File: src/common/cpu_defines.svh
`ifndef CPU_DEFINES_SVH
`define CPU_DEFINES_SVH

// machine word
`define DATA_WIDTH 32

// multiply occupies the unit for this many cycles
// (start cycle not counted, finish lands on the last one)
`define MULT_CYCLES 3

// restoring divider, one quotient bit per cycle
`define DIV_CYCLES 32

`endif

File: src/common/cpuPkg.sv
`include "cpu_defines.svh"

package cpuPkg;

    typedef enum logic [4:0] {
        aluAdd, aluAddu, aluSub, aluSubu, aluAnd, aluOr, aluXor, aluNor,
        aluSlt, aluSltu, aluSll, aluSrl, aluSra, aluLui,
        aluMult, aluMultu, aluDiv, aluDivu, aluMadd
    } AluOp;

    typedef enum logic [2:0] {
        brNone, brBeq, brBne, brBgez, brBltz, brBlez, brBgtz, brJr
    } BranchType;

    typedef enum logic [1:0] {ldNone, ldByte, ldHalf, ldWord} LoadType;
    typedef enum logic [1:0] {stNone, stByte, stHalf, stWord} StoreType;

    typedef enum logic [1:0] {wbPcPlus8, wbAluOut, wbOutB} WbSel;
    typedef enum logic [1:0] {dstRd, dstRt, dstR31} DstSel;
    typedef enum logic [1:0] {readBusB, readHi, readLo} RegsReadSel;

    typedef struct packed {
        logic gprWr;
        logic hiWr;
        logic loWr;
    } RegsWrType;

    typedef struct packed {
        logic syscall;
        logic breakpoint;
        logic reserved;
        logic overflow;
        logic addrErrLoad;
        logic addrErrStore;
    } ExceptType;

    // same instruction word, R-format and I-format fields
    typedef union packed {
        struct packed {
            logic [5:0] op;
            logic [4:0] rs;
            logic [4:0] rt;
            logic [4:0] rd;
            logic [4:0] shamt;
            logic [5:0] funct;
        } rView;
        struct packed {
            logic [5:0]  op;
            logic [4:0]  rs;
            logic [4:0]  rt;
            logic [15:0] imm;
        } iView;
    } InstrWord;

    typedef struct packed {
        logic                   predTaken;
        logic [`DATA_WIDTH-1:0] predTarget;
    } PResult;

    typedef struct packed {
        logic [`DATA_WIDTH-1:0] busA;
        logic [`DATA_WIDTH-1:0] busB;
        logic [`DATA_WIDTH-1:0] imm32;
        logic [`DATA_WIDTH-1:0] pc;
        InstrWord               instr;
        AluOp                   aluOp;
        logic                   aluSrcA;     // 1 selects shamt
        logic                   aluSrcB;     // 1 selects imm32
        DstSel                  dstSel;
        WbSel                   wbSel;
        RegsReadSel             regsReadSel;
        RegsWrType              regsWr;
        LoadType                loadType;
        StoreType               storeType;
        BranchType              branchType;
        ExceptType              exceptIn;
        PResult                 pResult;
    } IdExeBus;

    typedef struct packed {
        logic [`DATA_WIDTH-1:0] pc;
        InstrWord               instr;
        logic [`DATA_WIDTH-1:0] aluOut;
        logic [`DATA_WIDTH-1:0] outB;
        logic [`DATA_WIDTH-1:0] result;
        logic [4:0]             dst;
        WbSel                   wbSel;
        RegsWrType              regsWr;
        LoadType                loadType;
        StoreType               storeType;
        ExceptType              except;
    } ExeMemBus;

endpackage

File: src/exe/alu.sv
`timescale 1ns/1ps

module alu (
    input  cpuPkg::IdExeBus exeState,
    output logic [31:0]     aluOut,
    output logic            overflow
);
    import cpuPkg::*;

    logic [31:0] srcA;
    logic [31:0] srcB;
    logic [31:0] sum;
    logic [31:0] diff;
    logic        instrValid;

    assign srcA = exeState.aluSrcA ? {27'b0, exeState.instr.rView.shamt} : exeState.busA;
    assign srcB = exeState.aluSrcB ? exeState.imm32 : exeState.busB;

    assign sum  = srcA + srcB;
    assign diff = srcA - srcB;

    always_comb begin
        overflow = 1'b0;
        case (exeState.aluOp)
            aluAdd: begin
                aluOut   = sum;
                overflow = (srcA[31] == srcB[31]) && (sum[31] != srcA[31]);
            end
            aluAddu: aluOut = sum;
            aluSub: begin
                aluOut   = diff;
                overflow = (srcA[31] != srcB[31]) && (diff[31] != srcA[31]);
            end
            aluSubu: aluOut = diff;
            aluAnd:  aluOut = srcA & srcB;
            aluOr:   aluOut = srcA | srcB;
            aluXor:  aluOut = srcA ^ srcB;
            aluNor:  aluOut = ~(srcA | srcB);
            aluSlt:  aluOut = {31'b0, $signed(srcA) < $signed(srcB)};
            aluSltu: aluOut = {31'b0, srcA < srcB};
            aluSll:  aluOut = srcB << srcA[4:0];
            aluSrl:  aluOut = srcB >> srcA[4:0];
            aluSra:  aluOut = $unsigned($signed(srcB) >>> srcA[4:0]);
            aluLui:  aluOut = {srcB[15:0], 16'b0};
            default: aluOut = sum;                     // mult/div ops, result unused
        endcase
    end

    // anything that commits state must arrive with a decoded op
    assign instrValid = (exeState.regsWr != '0) || (exeState.loadType != ldNone)
                        || (exeState.storeType != stNone);

    aluOpKnown: assert property (
        @(exeState) instrValid |-> !$isunknown(exeState.aluOp)
    );

endmodule

File: src/exe/branchSolve.sv
`timescale 1ns/1ps

module branchSolve (
    input  cpuPkg::IdExeBus exeState,
    output logic            isTaken,
    output logic            predictionFailed,
    output logic [31:0]     correctionVector
);
    import cpuPkg::*;

    logic [31:0] pcPlus4;
    logic [31:0] pcPlus8;
    logic [31:0] target;
    logic        aZero;
    logic        aNeg;
    logic        wrongDir;
    logic        wrongTarget;

    assign pcPlus4 = exeState.pc + 32'd4;
    assign pcPlus8 = exeState.pc + 32'd8;
    assign aZero   = (exeState.busA == 32'b0);
    assign aNeg    = exeState.busA[31];

    always_comb begin
        case (exeState.branchType)
            brBeq:   isTaken = (exeState.busA == exeState.busB);
            brBne:   isTaken = (exeState.busA != exeState.busB);
            brBgez:  isTaken = !aNeg;
            brBltz:  isTaken = aNeg;
            brBlez:  isTaken = aNeg || aZero;
            brBgtz:  isTaken = !aNeg && !aZero;
            brJr:    isTaken = 1'b1;
            default: isTaken = 1'b0;
        endcase
    end

    // jr jumps to rs, branches are relative to the delay slot
    assign target = (exeState.branchType == brJr) ? exeState.busA
                                                  : pcPlus4 + {exeState.imm32[29:0], 2'b00};

    assign wrongDir    = exeState.pResult.predTaken != isTaken;
    assign wrongTarget = isTaken && exeState.pResult.predTaken
                         && (exeState.pResult.predTarget != target);

    assign predictionFailed = (exeState.branchType != brNone) && (wrongDir || wrongTarget);
    assign correctionVector = isTaken ? target : pcPlus8;  // not taken resumes after slot

endmodule

File: src/exe/exeReg.sv
`timescale 1ns/1ps

module exeReg (
    input  logic             clk,
    input  logic             rstN,
    input  logic             exeFlush,
    input  logic             exeWr,
    input  cpuPkg::IdExeBus  idExe,
    output cpuPkg::IdExeBus  exeState
);
    import cpuPkg::*;

    IdExeBus bubble;

    // nop: nothing written, no memory access, no branch
    always_comb begin
        bubble            = '0;
        bubble.aluOp      = aluAdd;
        bubble.branchType = brNone;
        bubble.loadType   = ldNone;
        bubble.storeType  = stNone;
    end

    always_ff @(posedge clk or negedge rstN) begin
        if (!rstN) begin
            exeState <= bubble;
        end else if (exeFlush) begin    // flush wins over write
            exeState <= bubble;
        end else if (exeWr) begin
            exeState <= idExe;
        end
    end

    // a flushed slot must never write the register file or HI/LO
    flushKillsWrites: assert property (
        @(posedge clk) disable iff (!rstN)
        exeFlush |=> (exeState.regsWr == '0)
    );

endmodule

File: src/exe/topExe.sv
`timescale 1ns/1ps

module topExe (
    input  logic              clk,
    input  logic              rstN,
    input  logic              exeFlush,
    input  logic              exeWr,
    input  cpuPkg::IdExeBus   idExe,
    output cpuPkg::ExeMemBus  exeMem,
    output logic              predictionFailed,
    output logic [31:0]       correctionVector,
    output logic              isTaken,
    output logic              multDivStall
);
    import cpuPkg::*;

    IdExeBus     exeState;
    logic [31:0] aluOut;
    logic        overflow;
    logic [31:0] multHi;
    logic [31:0] multLo;
    logic        finish;
    logic        accumulate;
    logic [31:0] hi;
    logic [31:0] lo;
    logic [31:0] outB;
    logic [31:0] result;
    logic [4:0]  dst;
    logic        hiWr;
    logic        loWr;

    // mthi/mtlo commit once, on the edge that moves the instruction on
    assign hiWr = exeWr && exeState.regsWr.hiWr;
    assign loWr = exeWr && exeState.regsWr.loWr;

    exeReg uExeReg (
        .clk      (clk),
        .rstN     (rstN),
        .exeFlush (exeFlush),
        .exeWr    (exeWr),
        .idExe    (idExe),
        .exeState (exeState)
    );

    alu uAlu (
        .exeState (exeState),
        .aluOut   (aluOut),
        .overflow (overflow)
    );

    branchSolve uBranchSolve (
        .exeState         (exeState),
        .isTaken          (isTaken),
        .predictionFailed (predictionFailed),
        .correctionVector (correctionVector)
    );

    multDiv uMultDiv (
        .clk        (clk),
        .rstN       (rstN),
        .exeFlush   (exeFlush),
        .exeState   (exeState),
        .multHi     (multHi),
        .multLo     (multLo),
        .finish     (finish),
        .stall      (multDivStall),
        .accumulate (accumulate)
    );

    hiLo uHiLo (
        .clk        (clk),
        .rstN       (rstN),
        .finish     (finish),
        .accumulate (accumulate),
        .hiWr       (hiWr),
        .loWr       (loWr),
        .writeData  (exeState.busA),
        .multHi     (multHi),
        .multLo     (multLo),
        .hi         (hi),
        .lo         (lo)
    );

    exceptionInExe uExceptionInExe (
        .exceptIn  (exeState.exceptIn),
        .overflow  (overflow),
        .loadType  (exeState.loadType),
        .storeType (exeState.storeType),
        .addrLow   (aluOut[1:0]),
        .except    (exeMem.except)
    );

    always_comb begin
        case (exeState.regsReadSel)
            readHi:  outB = hi;
            readLo:  outB = lo;
            default: outB = exeState.busB;
        endcase
        case (exeState.wbSel)
            wbPcPlus8: result = exeState.pc + 32'd8;   // link address
            wbAluOut:  result = aluOut;
            default:   result = outB;
        endcase
        case (exeState.dstSel)
            dstRd:   dst = exeState.instr.rView.rd;
            dstRt:   dst = exeState.instr.iView.rt;
            default: dst = 5'd31;
        endcase
    end

    assign exeMem.pc        = exeState.pc;
    assign exeMem.instr     = exeState.instr;
    assign exeMem.aluOut    = aluOut;
    assign exeMem.outB      = outB;
    assign exeMem.result    = result;
    assign exeMem.dst       = dst;
    assign exeMem.wbSel     = exeState.wbSel;
    assign exeMem.regsWr    = exeState.regsWr;
    assign exeMem.loadType  = exeState.loadType;
    assign exeMem.storeType = exeState.storeType;

endmodule

File: src/multDiv/multDiv.sv
`timescale 1ns/1ps
`include "cpu_defines.svh"

module multDiv (
    input  logic            clk,
    input  logic            rstN,
    input  logic            exeFlush,
    input  cpuPkg::IdExeBus exeState,
    output logic [31:0]     multHi,
    output logic [31:0]     multLo,
    output logic            finish,
    output logic            stall,
    output logic            accumulate
);
    import cpuPkg::*;

    localparam int CntW = $clog2(`DIV_CYCLES + 1);

    logic               isMdOp;
    logic               isDivOp;
    logic               isSignedOp;
    logic               start;
    logic               busy;
    logic [CntW-1:0]    cnt;
    logic               opDiv;
    logic               opMadd;
    logic               quoNeg;
    logic               remNeg;
    logic signed [32:0] mulA;
    logic signed [32:0] mulB;
    logic signed [65:0] product;
    logic [31:0]        absA;
    logic [31:0]        absB;
    logic [31:0]        remReg;
    logic [31:0]        quoReg;
    logic [31:0]        divisor;
    logic [31:0]        stepRem;
    logic [31:0]        stepQuo;
    logic [31:0]        stepDivisor;
    logic [32:0]        shifted;
    logic [32:0]        trial;

    assign isMdOp     = exeState.aluOp inside {aluMult, aluMultu, aluDiv, aluDivu, aluMadd};
    assign isDivOp    = exeState.aluOp inside {aluDiv, aluDivu};
    assign isSignedOp = exeState.aluOp inside {aluMult, aluDiv, aluMadd};

    assign start  = isMdOp && !busy;
    assign finish = busy && (cnt == (opDiv ? CntW'(`DIV_CYCLES) : CntW'(`MULT_CYCLES)));
    assign stall  = start || (busy && !finish);  // drops in the finish cycle

    always_ff @(posedge clk or negedge rstN) begin
        if (!rstN) begin
            busy <= 1'b0;
            cnt  <= '0;
        end else if (exeFlush) begin
            busy <= 1'b0;
            cnt  <= '0;
        end else if (start) begin
            busy <= 1'b1;
            cnt  <= CntW'(1);
        end else if (finish) begin
            busy <= 1'b0;
            cnt  <= '0;
        end else if (busy) begin
            cnt <= cnt + CntW'(1);
        end
    end

    // divider works on magnitudes and fixes the signs at the output
    assign absA = (isSignedOp && exeState.busA[31]) ? -exeState.busA : exeState.busA;
    assign absB = (isSignedOp && exeState.busB[31]) ? -exeState.busB : exeState.busB;

    // first quotient bit is taken on the start edge itself
    assign stepRem     = busy ? remReg : 32'b0;
    assign stepQuo     = busy ? quoReg : absA;
    assign stepDivisor = busy ? divisor : absB;

    assign shifted = {stepRem, stepQuo[31]};
    assign trial   = shifted - {1'b0, stepDivisor};   // bit 32 set means borrow

    always_ff @(posedge clk) begin
        if (start) begin
            opDiv   <= isDivOp;
            opMadd  <= (exeState.aluOp == aluMadd);
            mulA    <= {isSignedOp & exeState.busA[31], exeState.busA};
            mulB    <= {isSignedOp & exeState.busB[31], exeState.busB};
            divisor <= absB;
            // x/0 keeps the all-ones quotient
            quoNeg  <= isSignedOp && (exeState.busA[31] ^ exeState.busB[31])
                       && (exeState.busB != 32'b0);
            remNeg  <= isSignedOp && exeState.busA[31];
        end
        if (start || (busy && !finish)) begin
            remReg <= trial[32] ? shifted[31:0] : trial[31:0];
            quoReg <= {stepQuo[30:0], ~trial[32]};
        end
    end

    assign product = mulA * mulB;

    always_comb begin
        if (opDiv) begin
            multHi = remNeg ? -remReg : remReg;
            multLo = quoNeg ? -quoReg : quoReg;
        end else begin
            multHi = product[63:32];
            multLo = product[31:0];
        end
    end

    assign accumulate = opMadd;

    // restoring division always ends with a remainder below the divisor
    remBelowDivisor: assert property (
        @(posedge clk) disable iff (!rstN)
        finish && opDiv && (divisor != 32'b0) |-> (remReg < divisor)
    );

endmodule

File: src/verilog/exceptionInExe.sv
`timescale 1ns/1ps

module exceptionInExe (
    input  cpuPkg::ExceptType exceptIn,
    input  logic              overflow,
    input  cpuPkg::LoadType   loadType,
    input  cpuPkg::StoreType  storeType,
    input  logic [1:0]        addrLow,
    output cpuPkg::ExceptType except
);
    import cpuPkg::*;

    logic loadMisaligned;
    logic storeMisaligned;

    // word needs 4-byte alignment, half needs 2
    assign loadMisaligned  = ((loadType == ldWord) && (addrLow != 2'b00))
                             || ((loadType == ldHalf) && addrLow[0]);
    assign storeMisaligned = ((storeType == stWord) && (addrLow != 2'b00))
                             || ((storeType == stHalf) && addrLow[0]);

    always_comb begin
        except              = exceptIn;   // decode-stage flags pass through
        except.overflow     = exceptIn.overflow | overflow;
        except.addrErrLoad  = exceptIn.addrErrLoad | loadMisaligned;
        except.addrErrStore = exceptIn.addrErrStore | storeMisaligned;
    end

endmodule

File: src/verilog/hiLo.sv
`timescale 1ns/1ps
`include "cpu_defines.svh"

module hiLo (
    input  logic                   clk,
    input  logic                   rstN,
    input  logic                   finish,
    input  logic                   accumulate,
    input  logic                   hiWr,
    input  logic                   loWr,
    input  logic [`DATA_WIDTH-1:0] writeData,
    input  logic [`DATA_WIDTH-1:0] multHi,
    input  logic [`DATA_WIDTH-1:0] multLo,
    output logic [`DATA_WIDTH-1:0] hi,
    output logic [`DATA_WIDTH-1:0] lo
);

    always_ff @(posedge clk or negedge rstN) begin
        if (!rstN) begin
            hi <= '0;
            lo <= '0;
        end else if (finish) begin
            if (accumulate)
                {hi, lo} <= {hi, lo} + {multHi, multLo};   // madd, 64-bit wrap
            else
                {hi, lo} <= {multHi, multLo};
        end else begin
            if (hiWr) hi <= writeData;
            if (loWr) lo <= writeData;
        end
    end

    // mthi in the slot of a finishing mult/div would be lost
    noWrOnFinish: assert property (
        @(posedge clk) disable iff (!rstN)
        !((hiWr || loWr) && finish)
    );

endmodule
File: config.mk
export PLATFORM = sky130hd
export DESIGN_NAME = topExe
export DESIGN_NICKNAME = d
export VERILOG_FILES = /design/src/common/cpuPkg.sv /design/src/exe/alu.sv /design/src/exe/branchSolve.sv /design/src/exe/exeReg.sv /design/src/exe/topExe.sv /design/src/multDiv/multDiv.sv /design/src/verilog/exceptionInExe.sv /design/src/verilog/hiLo.sv
export VERILOG_INCLUDE_DIRS = /design/src /design/src/common
export SDC_FILE = /design/constraint.sdc
export NUM_CORES = 2
export LEC_CHECK = 0
export ABC_AREA = 1
export BUFFER_PORTS_ARGS = -buffer_cell sky130_fd_sc_hd__buf_4
export CORE_UTILIZATION = 45
export CTS_BUF_LIST = sky130_fd_sc_hd__clkbuf_8
export DETAILED_ROUTE_END_ITERATION = 12
export GPL_ROUTABILITY_DRIVEN = 1
export PLACE_DENSITY = 0.63
export SLEW_MARGIN = 20
export SYNTH_ARGS = -nofsm -noshare
export SYNTH_HDL_FRONTEND = slang
export SYNTH_HIERARCHICAL = 1
export SYNTH_SLANG_ARGS = --single-unit
export TNS_END_PERCENT = 5
File: constraint.sdc
create_clock -name clk -period 20.7 [get_ports clk]
set_clock_uncertainty 0.05 [all_clocks]
set_input_delay 3.105 -clock clk [delete_from_list [all_inputs] [get_ports clk]]
set_output_delay 3.105 -clock clk [all_outputs]
set_load 0.01 [all_outputs]
Yosys cells after proc, flatten, opt, wreduce, memory -nomap -nowiden
Cells that the tools add are included.
{"block": "op_classes", "add_sub_neg": 12, "mul": 1, "magnitude_cmp": 2, "n_eq_ne": 41, "shift": 3, "mux": 36, "n_bitwise": 11, "reduce_logical": 44}
{"op": "32-bit two-way mux", "count": 20}
{"op": "222-bit two-way mux", "count": 2}
{"op": "32-bit one-hot mux with 11 select lines", "count": 1}
{"op": "32-bit negator", "count": 4}
{"op": "32-bit one-hot mux with 2 select lines", "count": 2}
{"op": "32-bit adder", "count": 2}
{"op": "64-bit adder", "count": 1}
{"op": "32-bit less-than comparator", "count": 2}
{"op": "33-bit by 33-bit multiplier with 64-bit output", "count": 1}
{"op": "32-bit != test", "count": 2}
{"op": "5-bit by 4-bit == test with 1-bit output, second input constant", "count": 8}
{"op": "33-bit by 32-bit subtractor with 33-bit output", "count": 1}
{"op": "32-bit by 3-bit adder with 32-bit output, second input constant", "count": 1}
{"op": "32-bit by 4-bit adder with 32-bit output, second input constant", "count": 1}
{"op": "32-bit AND", "count": 1}
{"op": "32-bit == test", "count": 1}
{"op": "32-bit zero test", "count": 1}
{"op": "32-bit NOT", "count": 1}
{"op": "32-bit OR", "count": 1}
{"op": "32-bit nonzero test", "count": 1}
{"op": "32-bit by 5-bit left shift with 32-bit output", "count": 1}
{"op": "32-bit by 5-bit right shift with 32-bit output", "count": 1}
{"op": "32-bit by 5-bit >>> shifter with 32-bit output", "count": 1}
{"op": "32-bit subtractor", "count": 1}
{"op": "other kinds (32)", "count": 92}
{"block": "totals", "ff_bits": 459, "in_bits": 226, "output_inout_bits": 215, "word_cells": 188}

Longest topological paths before layout
{"block": "logic_depth", "ltp_word": 8, "mapped_depth": 48, "ltp_nobuf": 45}

Cells and area by module
Netlist, hierarchy kept.
{"module": "multDiv", "instances": 1, "cells_each": 7177, "area_each_um2": 53984.3, "seq_area_each_um2": 5099.9}
{"module": "alu", "instances": 1, "cells_each": 2235, "area_each_um2": 10684.0, "seq_area_each_um2": 0.0}
{"module": "hiLo", "instances": 1, "cells_each": 1787, "area_each_um2": 9395.3, "seq_area_each_um2": 1601.5}
{"module": "exeReg", "instances": 1, "cells_each": 963, "area_each_um2": 8854.7, "seq_area_each_um2": 5555.3}
{"module": "branchSolve", "instances": 1, "cells_each": 980, "area_each_um2": 5056.1, "seq_area_each_um2": 0.0}
{"module": "topExe", "instances": 1, "cells_each": 509, "area_each_um2": 2334.7, "seq_area_each_um2": 0.0}
{"module": "exceptionInExe", "instances": 1, "cells_each": 15, "area_each_um2": 70.1, "seq_area_each_um2": 0.0}

Worst setup path after synthesis
No wires, ideal clock.
{"block": "synth_path", "path_kind": "register -> register", "start": "register uMultDiv.remNeg", "end": "register uHiLo.hi[31]", "arrival_time_ns": 8.741, "required_ns": 20.577, "path_slack_ns": 11.836, "stages_incl_launch_ff": 41, "path_buffers": 3, "period_less_slack_ns": 8.864, "cell_sequence": "edfxtp_1 clkbuf_1 clkbuf_1 buf_1 nand2_1 inv_1 fa_1 fa_1 fa_1 fa_1 inv_1 fa_1 inv_1 fa_1 fa_1 inv_1 fa_1 inv_1 [5 not listed] nand2_1 nor3b_1 nand2_1 nand4_1 nand2_1 nand2_1 nand2_1 ha_1 nand2_1 nor2_1 nand2_1 nor4_1 nand2_1 nand2_1 nand2_1 nand3_1 nand2_1 a21oi_2"}
{"block": "synth_via", "elab_chain_cells": 5}
{"item": "start, declared", "line_no": "multDiv.sv:28", "rtl": "logic remNeg;"}
{"item": "start signal, assigned", "line_no": "multDiv.sv:91", "rtl": "remNeg <= isSignedOp && exeState.busA[31];"}
{"item": "32-bit two-way mux", "line_no": "multDiv.sv:103", "rtl": "multHi = remNeg ? -remReg : remReg;"}
{"item": "32-bit two-way mux", "line_no": "multDiv.sv:102", "rtl": "if (opDiv) begin"}
{"item": "named net multHi[21]", "line_no": "topExe.sv:20", "rtl": "logic [31:0] multHi;"}
{"item": "64-bit adder", "line_no": "hiLo.sv:24", "rtl": "{hi, lo} <= {hi, lo} + {multHi, multLo};"}
{"item": "32-bit two-way mux", "line_no": "hiLo.sv:23", "rtl": "if (accumulate)"}
{"item": "32-bit two-way mux", "line_no": "hiLo.sv:22", "rtl": "end else if (finish) begin"}
{"item": "end signal, assigned", "line_no": "hiLo.sv:24"}
{"item": "end signal, assigned", "line_no": "hiLo.sv:26", "rtl": "{hi, lo} <= {multHi, multLo};"}
{"item": "end signal, assigned", "line_no": "hiLo.sv:28", "rtl": "if (hiWr) hi <= writeData;"}
{"item": "end, declared", "line_no": "hiLo.sv:14", "rtl": "output logic [`DATA_WIDTH-1:0] hi,"}
The timed path passes the listed nets, and every way through them passes these cells.
A chain may end at the register's enable or synchronous reset.

Worst setup path after layout
{"block": "layout_path", "start": "register uMultDiv.mulB[6]", "end": "register uHiLo.hi[26]"}
{"block": "layout_via", "elab_chain_cells": 5, "elab_cells_between_ends": 6}
{"item": "start, declared", "line_no": "multDiv.sv:30", "rtl": "logic signed [32:0] mulB;"}
{"item": "start signal, assigned", "line_no": "multDiv.sv:86", "rtl": "mulB <= {isSignedOp & exeState.busB[31], exeState.busB};"}
{"item": "33-bit by 33-bit multiplier with 64-bit output", "line_no": "multDiv.sv:99", "rtl": "assign product = mulA * mulB;"}
{"item": "32-bit two-way mux", "line_no": "multDiv.sv:102"}
{"item": "named net multHi[23]", "line_no": "topExe.sv:20"}
{"item": "64-bit adder", "line_no": "hiLo.sv:24"}
{"item": "32-bit two-way mux", "line_no": "hiLo.sv:23"}
{"item": "32-bit two-way mux", "line_no": "hiLo.sv:22"}
The timed path passes the listed nets, and every way through them passes these cells.

==> impl_results.md <==
- Final setup violation count: 0
- Worst rel slew slack: 0.100
- Most frequent CP cell: nand2_1
- # fillers: 20,900
- Cells after Synth: 13,700
- FP Rows: 164
- Asr flop ratio synth: 0.641
- DIE WIDTH: 450 um
- Min-Delay Path Class: flop to flop
- WL/cell: approximately 25 um
- Synth top cells by count: nand2_1, inv_1, fa_1
- Setup TNS: 0 ns
- EDFF count, synth: 164
- Sequential area share after synthesis: 0.136
- Max Cap Viol: 0
- Largest net degree at the start of global routing: 183
- Syn Nets: between 15,000 and 20,000
- Overall Global Routing Usage: 0.404
- Multi-input gate area: 64,600 um^2
- First-pass GRT wire length: about 600 mm
- Synth unique cells: 73
- Floorplan Core Area: 200,000 um^2
- Hold-fix buffers, CTS: 0
- Critical path class: flop to flop
- Yosys warning count: 6
- Reg area: about 12,000 um^2
- CP peak stage delay: 0.74 ns
- Die area: around 200,000 um^2
- Post-route ant nets: 0
- Run status: finished, final reports clean
- Main synth FF type: dfrtp_1
- 1st-pass router iterations: 10
- Max Clock Freq: slightly above 90 MHz
- Total number of vias: 91,000
- Maximum net fanout on the critical path: 20
- CP endpoint kind: flop
- Reg clk slew, reported paths: 0.06 ns
- Measured slew at the worst slew-check pin: between 1 and 1.5 ns
- Origin of the worst min-delay path: uExeReg/exeState[215]$_DFFE_PN0P_
- Top-count cell post-synth: nand2_1
- Min cycle time layout: 10.80 ns
- Initial Utilization: 0.453
- Buffers on Ports: 440
- Initial DRC Count: roughly 9,400
- Remaining Overflow, GRT: 0
- Layout cells sized above 1: 0.0736
- CTS Root Cell: clkbuf_8
- Max Buffers Root-to-Sink: 3
- DRT Wirelength: just over 400 mm
- Fin nets: 15,700
- Initial antenna violation count: 66
- Arrival @ worst endpoint: about 11 ns
- CP Launch Point: uMultDiv/mulB[6]$_DFFE_PP_
- Register bit total from synthesis: around 460
- Inserted Clock Buffers: ~90
- Synth area leaders: fa_1, nand2_1, inv_1
- Slowest CP cell: fa_1
- Slew Limit Fails: 0
- Drt drc: 0
- Final Hold Viols: 0
- Synth-to-Final Area Change: 8.62%
- GPL Wtd Cong: around 1.1
- Die height: roughly 450 um
- Synth top area share: 0.250
- CP Launch Type: flop
- CTS tree: built
- Yosys top cell by area: fa_1
- Syn avg cell area: ~6.6 um^2
- Vias in the first global route: approximately 89,000
- Avg Vias per Cell: about 5.5
- Setup bufs post-CTS: 0
- Htree depth: 3
- Post-CTS Resized: 0
- I/O pins: between 400 and 500
- RSZ-0062 raised after global routing: no
- Synthesized cell area: 90,400 um^2
- Worst-Skew Late Latency: ~0.86 ns
- # clock sinks: approximately 460
- Reg2reg start: uMultDiv/mulB[6]$_DFFE_PP_
- Crit share post-route: 0.522
- Critical path data required time: between 20 and 25 ns
- Post-DP HPWL: 335 mm
-- layout make-up --
| cell class | count | share of cell area |
|---|---|---|
| clock buffers | 110 | 0.0154 |
| clock inverters | 57 | 0.00458 |
| multi-input cells | 9731 | 0.658 |
| diodes | 47 | 0.00120 |
| well taps | 2656 | 0.0339 |
| flip-flops and latches | 457 | 0.125 |
| inverters | 2913 | 0.111 |
| repair buffers | 663 | 0.0510 |
-- cell families after synthesis --
family	synth area share
xor gates and xnor gates	0.0161
buffers and inverters	0.150
AOI/OAI and AO/OA	0.0674
and+or+nand+nor	0.313
adders and majority gates	0.315
muxes	0.00188
DFF	0.136
-- per-stage QoR --
| stage | utilization | setup slack, ns | cell area (um^2) | cells | hold slack, ns |
|---|---|---|---|---|---|
| CTS | 0.491 | 10.03 | 98100 | 16600 | 0.404 |
| floorplan | - | 11.84 | 90400 | 13700 | 0.384 |
| global route | 0.491 | 9.32 | 98100 | 16600 | 0.418 |
| detailed placement | 0.481 | 10.06 | 96100 | 16400 | 0.383 |
| finish | 0.492 | 9.90 | 98200 | 16600 | 0.403 |
| global placement | 0.481 | 9.97 | 96100 | 16400 | 0.384 |
-- sequential cells by signal, summed over array words and instances, names as in the netlist --
| name | cells |
|---|---|
| uExeReg/exeState | 222 |
| uMultDiv/mulB | 33 |
| uHiLo/hi | 32 |
| uHiLo/lo | 32 |
| uMultDiv/mulA | 32 |
| uMultDiv/quoReg | 32 |
| uMultDiv/remReg | 32 |
| uMultDiv/divisor | 31 |
| uMultDiv/cnt | 6 |
| uMultDiv/accumulate | 1 |
| uMultDiv/busy | 1 |
| uMultDiv/opDiv | 1 |
| uMultDiv/quoNeg | 1 |
| uMultDiv/remNeg | 1 |
-- placed cells by master, fill, tap and decap left out, types with 8 or more instances in the layout --
cell type | synthesis | routed
diode_2 | 0 | 47
nand3_1 | 960 | 960
mux2i_1 | 17 | 17
nor2_2 | 21 | 24
o21ai_0 | 421 | 419
edfxtp_1 | 164 | 164
inv_1 | 2884 | 2899
nor4_1 | 31 | 31
o211ai_1 | 22 | 22
xor2_1 | 97 | 97
nor3_1 | 107 | 106
nand2_1 | 4476 | 4474
or2_2 | 26 | 26
clkinv_2 | 0 | 12
o21a_1 | 10 | 10
nand4_1 | 91 | 91
nand2_4 | 9 | 9
o21bai_1 | 53 | 53
xnor2_1 | 69 | 69
inv_2 | 22 | 24
nand3b_1 | 47 | 47
nor3_2 | 7 | 8
fa_1 | 1130 | 1130
clkbuf_8 | 0 | 111
dfrtp_1 | 293 | 292
a21boi_0 | 11 | 11
clkinv_1 | 5 | 15
nor2_1 | 922 | 917
nand2_2 | 60 | 62
o22ai_1 | 24 | 24
o21ai_1 | 38 | 40
a22o_1 | 8 | 8
a21oi_2 | 11 | 12
buf_4 | 31 | 660
ha_1 | 470 | 470
nand3_2 | 16 | 16
a21oi_1 | 474 | 473
nor2_4 | 12 | 14
-- critical path, delay by kind of cell, from the launching register on --
family | cells | cell delay, ns
simple gates | 20 | 3.07
flops | 1 | 0.68
buf+inv | 9 | 1.64
fa+ha+maj | 10 | 5.13
compound gates | 1 | 0.13
-- routing by layer --
metal	vias up	GRT usage	share of wire
li1	41500	-	-
met4	44	0.314	0.090
met5	-	0	0.00076
met1	43500	0.471	0.37
met3	1298	0.0944	0.091
met2	4670	0.642	0.45
-- worst paths after layout --
check / slack, ns / cells past startpoint / endpoint
worst max-delay path: 9.90 / 40 / uHiLo/hi[26]$_DFFE_PN0P_
worst min-delay path: 0.40 / 0 / uMultDiv/mulA[25]$_DFFE_PP_
worst max register to register: 9.90 / 40 / uHiLo/hi[26]$_DFFE_PN0P_
worst min register to register: 0.40 / 0 / uMultDiv/mulA[25]$_DFFE_PP_
max in group asynchronous: 16.27 / 3 / uHiLo/lo[0]$_DFFE_PN0P_
min in group asynchronous: 2.27 / 1 / uExeReg/exeState[44]$_DFFE_PN0P_
Power is left out: the tool's default activity adds up to more than one toggle a clock period on the data nets, which glitch-free logic cannot reach.
